<file path="src/source/core_macros.svh">
`ifndef CORE_MACROS_SVH
`define CORE_MACROS_SVH

// data path width
`define XLEN        32
// register number width
`define REG_ADDR_W  5
// data memory depth in words, addressed by bits 7:2
`define DMEM_WORDS  64
// multiplier iterations, 2 bits per cycle
`define MUL_STEPS   16

`endif

</file>
<file path="src/source/core_regfile.sv">
`include "core_macros.svh"

module core_regfile (
  input  logic                   clk,
  input  logic                   rest,
  input  logic [`REG_ADDR_W-1:0] rs1,
  input  logic [`REG_ADDR_W-1:0] rs2,
  input  logic                   we,
  input  logic [`REG_ADDR_W-1:0] rd,
  input  logic [`XLEN-1:0]       wdata,
  output logic [`XLEN-1:0]       rs1_data,
  output logic [`XLEN-1:0]       rs2_data
);

  localparam int NREGS = 1 << `REG_ADDR_W;

  // x0 has no storage
  logic [`XLEN-1:0] regs [1:NREGS-1];

  always_ff @(posedge clk or negedge rest) begin
    if (!rest) begin
      for (int i = 1; i < NREGS; i++) begin
        regs[i] <= '0;
      end
    end else if (we && rd != '0) begin
      regs[rd] <= wdata;
    end
  end

  // reads return the old value during a write, MEM/WB forwarding covers it
  assign rs1_data = (rs1 == '0) ? '0 : regs[rs1];
  assign rs2_data = (rs2 == '0) ? '0 : regs[rs2];

endmodule

</file>
<file path="config.mk">
export PLATFORM = sky130hd
export DESIGN_NAME = core_regfile
export DESIGN_NICKNAME = d
export VERILOG_FILES = /design/src/source/core_regfile.sv
export VERILOG_INCLUDE_DIRS = /design/src /design/src/source
export SDC_FILE = /design/constraint.sdc
export NUM_CORES = 2
export LEC_CHECK = 0
export BUFFER_PORTS_ARGS = -buffer_cell sky130_fd_sc_hd__buf_2
export CAP_MARGIN = 15
export CORE_MARGIN = 4
export CORE_UTILIZATION = 30
export DETAILED_ROUTE_END_ITERATION = 8
export GPL_TIMING_DRIVEN = 0
export PLACE_DENSITY = 0.53
export SLEW_MARGIN = 20
export SYNTH_ARGS = -nofsm -noshare
export SYNTH_HDL_FRONTEND = slang
export SYNTH_SLANG_ARGS = --single-unit
</file>
<file path="constraint.sdc">
create_clock -name clk -period 5.3 [get_ports clk]
set_clock_uncertainty 0.05 [all_clocks]
set_input_delay 1.06 -clock clk [delete_from_list [all_inputs] [get_ports clk]]
set_output_delay 1.06 -clock clk [all_outputs]
set_load 0.03 [all_outputs]
</file>
==> flow_summary.json <==
{
  "synthCells": 3612,
  "ys_ff_latch": 992,
  "synth.avg_cell_area_um2": 14.81,
  "fill_cells": 17049,
  "drive_gt1_share_pct": 50.53,
  "synth.area.top_cells": "dfrtp_1 (46%), mux2_2 (22%), mux4_2 (16%)",
  "maxSlewViolCount": 0,
  "yosysSeqAreaShare_pct": 46.41,
  "io_buffers": 104,
  "nets": 3901,
  "setup_viol": 1,
  "setup_ws_ns": -0.07857,
  "ir_drop_v": 0.0002531,
  "violations": "setup timing",
  "grt_overflow_total": 0,
  "max-cap-violations": 0,
  "cts_root_buf": "clkbuf_16",
  "reg_top3": "regs: 992 flops",
  "grt_pass1_vias": 38370,
  "ios": 114,
  "synth.distinct_cells": 46,
  "stdcell_count": 6299,
  "gp_congestion": 0.9365,
  "vias": 37331,
  "largest_register_ffs": 992,
  "start_kind": "input port",
  "placementRows": 154,
  "core-area_um2": 176700,
  "synthArstFlopShare_pct": 100.0,
  "outcome": "complete, but fails checks",
  "die_w_um": 430.3,
  "synth_warnings": 0,
  "relSlewSlack_pct": 14.04,
  "antenna_found_initial": 20,
  "yosysMostFrequentCell": "mux2_2",
  "fp.dieH_um": 430.3,
  "critPathKind": "input port to primary output",
  "area_growth_pct": 14.78,
  "drt_first_iter_violations": 4433,
  "hold_class": "input port to asynchronous set/reset pin",
  "postRouteWirelength_mm": 233.6,
  "worstMarginPinSlew_ns": 1.289,
  "cts_buffers": 117,
  "hold_violations": 0,
  "grt_use_total_pct": 24.74,
  "dp_hpwl_mm": 155.5,
  "worstPathMaxFanout": 10,
  "grt_pass1_wl_mm": 317.7,
  "syn-cell-area_um2": 53490,
  "cts.clk_slew.worst_paths_ns": 0.06,
  "start_util_pct": 30.27,
  "h-tree-depth": 3,
  "cts.sinks": 992,
  "place_area_um2": 57340,
  "grt_max_degree": 130,
  "power.density_nw_per_um2": 389.1,
  "drc": 0,
  "post_drt_wl_per_cell_um": 37.09,
  "cp_data_required_time_ns": 4.19,
  "finalCritPeriodShare_pct": 101.5,
  "critPathCaptureType": "primary output",
  "synth_flop_cell": "dfrtp_1",
  "ant_nets": 0,
  "tns_ns": -0.07857,
  "via_per_inst": 5.926,
  "period_minus_slack_ns": 5.379,
  "crit_arrival_ns": 4.27,
  "clkLatencyLatePin_ns": 0.77,
  "firstDrtPassIters": 6,
  "die_area_um2": 185100,
  "synth_enable_flop_cells": 0,
  "syn-num-nets": 3662,
  "leakage_nw": 26.64,
  "cts_max_path_buffers": 3,
  "regMostFlops": "regs",
  "synth_top_area_cell": "dfrtp_1",
  "cts_tree": "done",
  "rsz0062_at_grt": "false",
  "max_freq_ghz": 0.1859,
  "dp_cells": 6069,
  "yosysTopAreaCellShare_pct": 46.41,
  "final_area_um2": 61400,
  "ys_top_cells_by_count": "mux2_2 (1,050), dfrtp_1 (992), mux4_2 (377), mux2i_1 (267), buf_2 (162)"
}
[layout make-up]
class                   count  area (um2)  share of cell area [%]
multi-input cells        2219       26710                   43.51
clock buffers             174        3463                   5.641
diodes                      9       22.52                 0.03668
well taps                2340        2928                   4.769
flip-flops and latches    992       24820                   40.43
plain buffers             392        1972                   3.212
repair buffers            120       903.4                   1.471
inverters                   9       35.03                 0.05706
clock inverters            44       535.5                  0.8722
[per-layer routing]
metal,vias to the layer above,global-route usage [%],part of all wire (%)
met5,-,0,0.027
met4,8,14.09,6.7
met3,612,6.683,8.7
met2,1975,38.07,45
met1,20246,31.50,40
li1,14490,-,-
[per-stage QoR]
stage / util [%] / power (mW) / hold slack (ns) / worst slack (ns)
6_report: 34.75 / 23.89 / 0.1267 / -0.07857
5_1_grt: 34.74 / 24.68 / 0.1266 / 0.03269
4_1_cts: 34.72 / 23.89 / 0.1089 / 0.03373
3_5_place_dp: 32.45 / 15.44 / 0.4467 / -0.2873
3_3_place_gp: 32.23 / 15.27 / 0.4369 / -19.83
2_1_floorplan: - / 13.58 / 0.4201 / 1.333
[where the power goes]
group	switching, mW	internal (mW)
logic	2.43	2.78
registers	1.12	9.06
clock network	3.54	4.95
[repair_timing]
| item | in CTS | in global routing |
|---|---|---|
| hold buffers | 0 | 0 |
| setup endpoints to repair | 24 | 2 |
| pin swaps | 0 | 1 |
| gates resized for setup | 6 | 2 |
| setup buffers | 0 | 3 |
[path summary, 6_finish.rpt]
path | startpoint | to | slack, ns | depth (start not counted)
max | rs1[1] | rs1_data[30] | -0.08 | 8
min | rest | regs[199] | 0.13 | 1
max reg2reg | regs[537] | regs[537] | 4.43 | 1
min reg2reg | regs[772] | regs[772] | 0.46 | 1
max in group asynchronous | rest | regs[442] | 3.03 | 4
min in group clk | regs[772] | regs[772] | 0.46 | 1
[critical path, stage by stage]
cell and delay, ns:
buf_2 0.21, buf_4 0.36, buf_2 0.59, clkbuf_1 0.79, a221o_1 0.28, o211ai_1 0.25, o211ai_1 0.39, buf_2 0.31
[cells by family after synthesis]
family / synth area share [%]
compound gates: 4.510
buf+inv: 3.658
flops: 46.41
mux: 43.37
simple gates: 2.051
[layout by cell type, fill, tap and decap left out, types with 32 or more instances in the layout]
cell,instances
nor3_1,32
buf_4,43
clkbuf_1,158
o211ai_1,32
buf_2,267
nor2b_1,44
mux2i_1,267
a22oi_1,102
mux4_2,377
mux2_2,1050
nor2_1,32
clkbuf_16,118
clkbuf_2,32
dfrtp_1,992
a221oi_1,43
(Power assumes the default switching activity.)
