[src/source/core_macros.svh]
`ifndef CORE_MACROS_SVH
`define CORE_MACROS_SVH

// data path width
`define XLEN        32
// register number width
`define REG_ADDR_W  5
// data memory depth in words, addressed by bits 7:2
`define DMEM_WORDS  64
// multiplier iterations, 2 bits per cycle
`define MUL_STEPS   16

`endif

[src/source/core_mw.sv]
`include "core_macros.svh"

module core_mw (
  input  logic                   clk,
  input  logic                   rest,
  input  logic                   em_valid,
  input  logic [`XLEN-1:0]       em_result,
  input  logic [`XLEN-1:0]       em_store_data,
  input  logic                   em_mem_read,
  input  logic                   em_mem_write,
  input  logic [`REG_ADDR_W-1:0] em_rd,
  input  logic                   em_reg_write,
  output logic                   mw_reg_write,
  output logic [`REG_ADDR_W-1:0] mw_rd,
  output logic [`XLEN-1:0]       mw_data
);

  localparam int ADDR_W = $clog2(`DMEM_WORDS);

  logic [`XLEN-1:0]  dmem [`DMEM_WORDS];
  logic [ADDR_W-1:0] word_addr;

  // word addressed, byte offset dropped
  assign word_addr = em_result[ADDR_W+1:2];

  // --------------------------------------------------------------------------
  // data memory
  // --------------------------------------------------------------------------
  always_ff @(posedge clk or negedge rest) begin
    if (!rest) begin
      for (int i = 0; i < `DMEM_WORDS; i++) begin
        dmem[i] <= '0;
      end
    end else if (em_valid && em_mem_write) begin
      dmem[word_addr] <= em_store_data;
    end
  end

  // --------------------------------------------------------------------------
  // MEM/WB registers
  // --------------------------------------------------------------------------
  always_ff @(posedge clk or negedge rest) begin
    if (!rest) begin
      mw_reg_write <= 1'b0;
    end else begin
      mw_reg_write <= em_valid && em_reg_write;
    end
  end

  always_ff @(posedge clk) begin
    mw_rd <= em_rd;
    if (em_valid && em_mem_read) begin
      mw_data <= dmem[word_addr];
    end else begin
      mw_data <= em_result;
    end
  end

endmodule

[config.mk]
export PLATFORM = sky130hd
export DESIGN_NAME = core_mw
export DESIGN_NICKNAME = d
export VERILOG_FILES = /design/src/source/core_mw.sv
export VERILOG_INCLUDE_DIRS = /design/src /design/src/source
export SDC_FILE = /design/constraint.sdc
export NUM_CORES = 2
export LEC_CHECK = 0
export ABC_CLOCK_PERIOD_IN_PS = 1800
export CORE_MARGIN = 5
export CORE_UTILIZATION = 40
export CTS_BUF_LIST = sky130_fd_sc_hd__clkbuf_2 sky130_fd_sc_hd__clkbuf_4 sky130_fd_sc_hd__clkbuf_8
export CTS_CLUSTER_SIZE = 30
export DETAILED_ROUTE_END_ITERATION = 8
export DONT_BUFFER_PORTS = 1
export PLACE_DENSITY_LB_ADDON = 0.15
export SYNTH_ARGS = -nofsm -noshare
export SYNTH_HDL_FRONTEND = slang
export SYNTH_SLANG_ARGS = --single-unit
[constraint.sdc]
create_clock -name clk -period 1.8 [get_ports clk]
set_input_delay 0 -clock clk [delete_from_list [all_inputs] [get_ports clk]]
set_output_delay 0 -clock clk [all_outputs]
set_load 0.01 [all_outputs]
==> results.txt <==
The max-slew violation count came out at 359. The checks that failed: hold timing, slew limit, setup timing. For this design, the slowest cell found on the critical path is nor2_4. The worst setup path is launched from an input pin.

For this design the top-level I/O count stands at 113. The number of clock buffers inserted by TritonCTS is 382. By count the netlist is led by mux2_2 (2,130), dfrtp_1 (2,049), buf_2 (302). The power per cell area is just under 1000 nW/um^2.

In this run the horizontal extent of the chip is 495 um. Counting tap cells, the placed design contains a total of 9,721 instances. In the global route stage, overall resource usage came out at 30.7%. The instance count along the most critical hold path is 1.

The most repeated library cell on the critical path is a221oi_1. Detailed placement ended at an HPWL of between 200,000 and 250,000 um. The deepest level of the CTS H-tree came out at 5. The via count of the first global-routing pass is roughly 68k. The startpoint identified for the worst hold timing path is em_result[5]. After synthesis, the mean cell area works out to ~14 um^2. The wire length of the first global-routing pass came out at 535,000 um. The first detailed-routing pass took 6 iterations.

The leakage power figure is around 0.054 uW. The synthesized instance count came out at 6,633. Sequential cells account for about 47% of the total power. The endpoint identified for the worst register-to-register timing path is mw_data[2].

The number of DRC markers in iteration 0 is 5,832. The initial antenna violation count is 29. The leftover overflow at the end of global routing is 0. The count of nets after finishing came out at 7,291. The post-synthesis instance area came out at 94,300 um^2. The path with the worst hold slack has its endpoint at mw_data[5].

The die extent in y is 495 um. The top cell type's share of synthesized area is 54.4%. The number of buffers on the longest clock path is 4. The arrival time of the worst setup path came out at 4.18 ns.

By area, the combinational part of the netlist is dominated by multiplexers. The switching power of the nets came out at 28,500 uW. mux2_2 is the most common cell in the netlist.

Dividing the detail-routed via count by the number of cells gives 6.10. The site row count came out at 178. Max-cap violations in this run came to 0. The worst setup path is of the in -> reg kind. The most used flip-flop cell after synthesis is dfrtp_1.

Setup repair after global routing could not meet its margin everywhere. The cell type group with the largest total delay on the critical path is simple AND/OR/NAND/NOR gates. Across all hold checks on the routed design, the worst slack comes to -0.899 ns.

The post-synthesis sequential element count came out at 2,086. The synthesized-area fraction occupied by ao, oa, aoi and oai cells is 7.11%. The maximum number of pins on one net before global-route repair came out at about 450. The final wirelength came out at approximately 380,000 um. The overall die area is about 250,000 um^2. In the finished design, the share of the clock period the worst path needs comes to 173%. The highest net fanout along the worst path is between 400 and 500.

In the post-route analysis, the smallest setup slack over all paths is -1.32 ns. The residual antenna-violating net count after detailed routing is 0. The count of buffers inserted at the top-level ports is 0.

The detailed-route wire length per cell is roughly 36 um. The cell-internal power came out at 84,300 uW. The transition time at the pin with the least slew margin came out at 2.92 ns.

The post-synth net total came out at 6,708. Summing the sequential cell areas from Yosys gives between 50% and 60% of the chip area. The worst path buffer plus inverter count came out at 1. TritonCTS built the clock tree. The area growth from synthesis to layout is 23.2%. Synthesis instantiated 65 different standard cells from the library. The switching share of power is around a quarter.

The clock slew at the register clock pins of the worst setup and hold paths came out at 0.07 ns. The start of the worst register-to-register path is dmem[1026]. The number of DRC violations after detailed routing is 0. The number of hold violations in the final report was 32. The clock drives between 2k and 2.5k sinks. For this run, the share of the core covered by cells in the final layout is 49.4%. The type of element capturing the critical path is a flop. The peak clock frequency supported by timing is roughly 320 MHz. For this run, asynchronously set or reset flops after synthesis account for 98.2%.

The path class of the tightest hold or removal check is in -> reg. The number of synthesized flops with an enable pin came out at 0. The routability congestion estimate came out at 0.847. Counting cells, the worst reg-to-reg path comes to 6.

The worst relative slew slack came out at -94.8%. After Yosys synthesis, XOR and XNOR cells account for 0% of the synthesized area. The number of endpoints failing setup at the final stage came out at between 1.5k and 2k. The biggest area contributor in the post-synthesis netlist is dfrtp_1. Measured against the total synthesized area, the mux share comes to 32.4%. Of the total power, the clock network draws between 40% and 50%. The later pin in the worst-skew pair is clocked with a latency of 1.10 ns.

VDD sags by at most about 0.57 mV. The post-synthesis adder-cell area fraction is 0%. The count of warnings emitted by yosys came out at 0. By area the synthesized netlist is led by dfrtp_1 (54%), mux2_2 (25%), mux4_2 (4.1%). The final worst clock skew is 0.0886 ns. Data on the critical path is required at its endpoint by 2.86 ns. The power share of the combinational group came out at 11.0%. The worst reg-to-reg setup slack came out at -0.30 ns. The run finished, with violations left. The area inside the core boundary came out at between 200,000 and 250,000 um^2.

The largest incremental delay on the critical path came out at 1.69 ns. The non-filler instance count after layout is about 11k. The clock root buffer master is clkbuf_8. The area fraction in and, or, nand and nor cells after synthesis is 1.73%.

The clock period minus final worst setup slack is 3.12 ns. The via total after detailed routing is 65.1k. The signal on the critical path passes through nor2_4, buf_12, a221oi_1, a221oi_1, a21oi_1, o211ai_1, o32a_1. The starting density of the core came out at between 40% and 50%. The share of layout cells above drive strength 1 is 52.3%.
kinds of logic (layout without fill, tap and decap cells):
group / count (synthesis) / count (layout)
flip-flops: 2086 / 2086
AO/OA/AOI/OAI: 905 / 905
other: 0 / 13
AND/OR/NAND/NOR: 368 / 368
buffers and inverters: 710 / 1575
multiplexers: 2564 / 2564
power by group through the flow:
stage	clock network (uW)	logic, uW	registers (uW)
after floorplan	0	7150	52800
after global placement	0	10200	53300
after detailed placement	0	10400	53500
after CTS	48400	12100	52700
after global routing	50500	13100	53200
final	47600	12400	52800
stage by stage:
stage	setup TNS, ns	cell area (um^2)	total power [uW]	setup WS [ns]
global placement	-388.13	104000	63500	-0.737
floorplan	-0.00972	94300	60000	-0.00972
finish	-943.33	116000	113000	-1.32
detailed placement	-385.70	104000	63900	-0.777
global route	-115.89	116000	117000	-0.656
CTS	-13.81	115000	113000	-0.272
worst reg2reg max path, cell delays in order, from the launching register on:
cell and delay [ns]:
dfrtp_1 0.38, mux2_2 0.27, a221oi_2 0.22, o22ai_1 0.17, a22oi_2 0.27, o211ai_1 0.28, o32a_1 0.39
sequential cells by signal, indices dropped and copies added, names as in the netlist:
register	flops
dmem	2048
mw_data	32
mw_rd	5
mw_reg_write	1
placed cells by master (no fill, tap or decap), types with 10 or more instances in the layout:
master,n
a21oi_1,99
a21oi_2,10
a221o_1,40
a221oi_1,175
a221oi_2,44
a222oi_1,12
a22o_1,31
a22oi_1,134
a31oi_1,23
buf_12,277
buf_16,39
buf_4,389
clkbuf_4,137
clkbuf_8,479
clkinv_2,36
dfrtp_1,2049
dfxtp_1,34
diode_2,13
dlygate4sd3_1,189
mux2_1,87
mux2_2,2119
mux2_4,12
mux2i_1,172
mux4_2,171
nand2_1,84
nand2_2,10
nand3_1,25
nor2_1,109
nor2_4,68
o21ai_0,89
o221ai_1,13
o22ai_1,81
o2bb2ai_1,12
o32a_1,20
how the worst max path moves through the flow:
stage / startpoint / endpoint / slack [ns] / cells after the start
final: em_result[4] / mw_data[10] / -1.32 / 7
after global routing: em_result[4] / dmem[404] / -0.66 / 8
after CTS: dmem[1930] / mw_data[10] / -0.27 / 6
after detailed placement: em_result[3] / mw_data[22] / -0.78 / 7
after global placement: em_result[4] / mw_data[22] / -0.74 / 7
after floorplan: em_result[3] / mw_data[4] / -0.01 / 9
per-layer routing:
layer / wire length (um) / vias up / track usage (%)
met4: 17400 / 14 / 12.0
met1: 162000 / 35600 / 42.5
li1: - / 26000 / -
met5: 81 / - / 0
met2: 170000 / 2706 / 46.9
met3: 30400 / 798 / 7.14
cell type report:
type,instances,area (um^2)
Fill cell,20100,119000
Sequential cell,2086,52000
Multi-Input combinational cell,3837,40500
Timing Repair Buffer,905,11600
Clock buffer,616,7620
Tap cell,3150,3940
Clock inverter,50,382
Antenna cell,13,32.5
Inverter,4,25.0
what timing repair did:
action | CTS | global route
resized for setup | 134 | 79
endpoints found under the setup margin | 33 | 967
cloned | 0 | 2
pin swaps | 75 | 42
endpoints found under the hold margin | 4135 | 1013
hold buffers | 231 | 21
buffers inserted | 1 | 13
(Power assumes the default switching activity.)
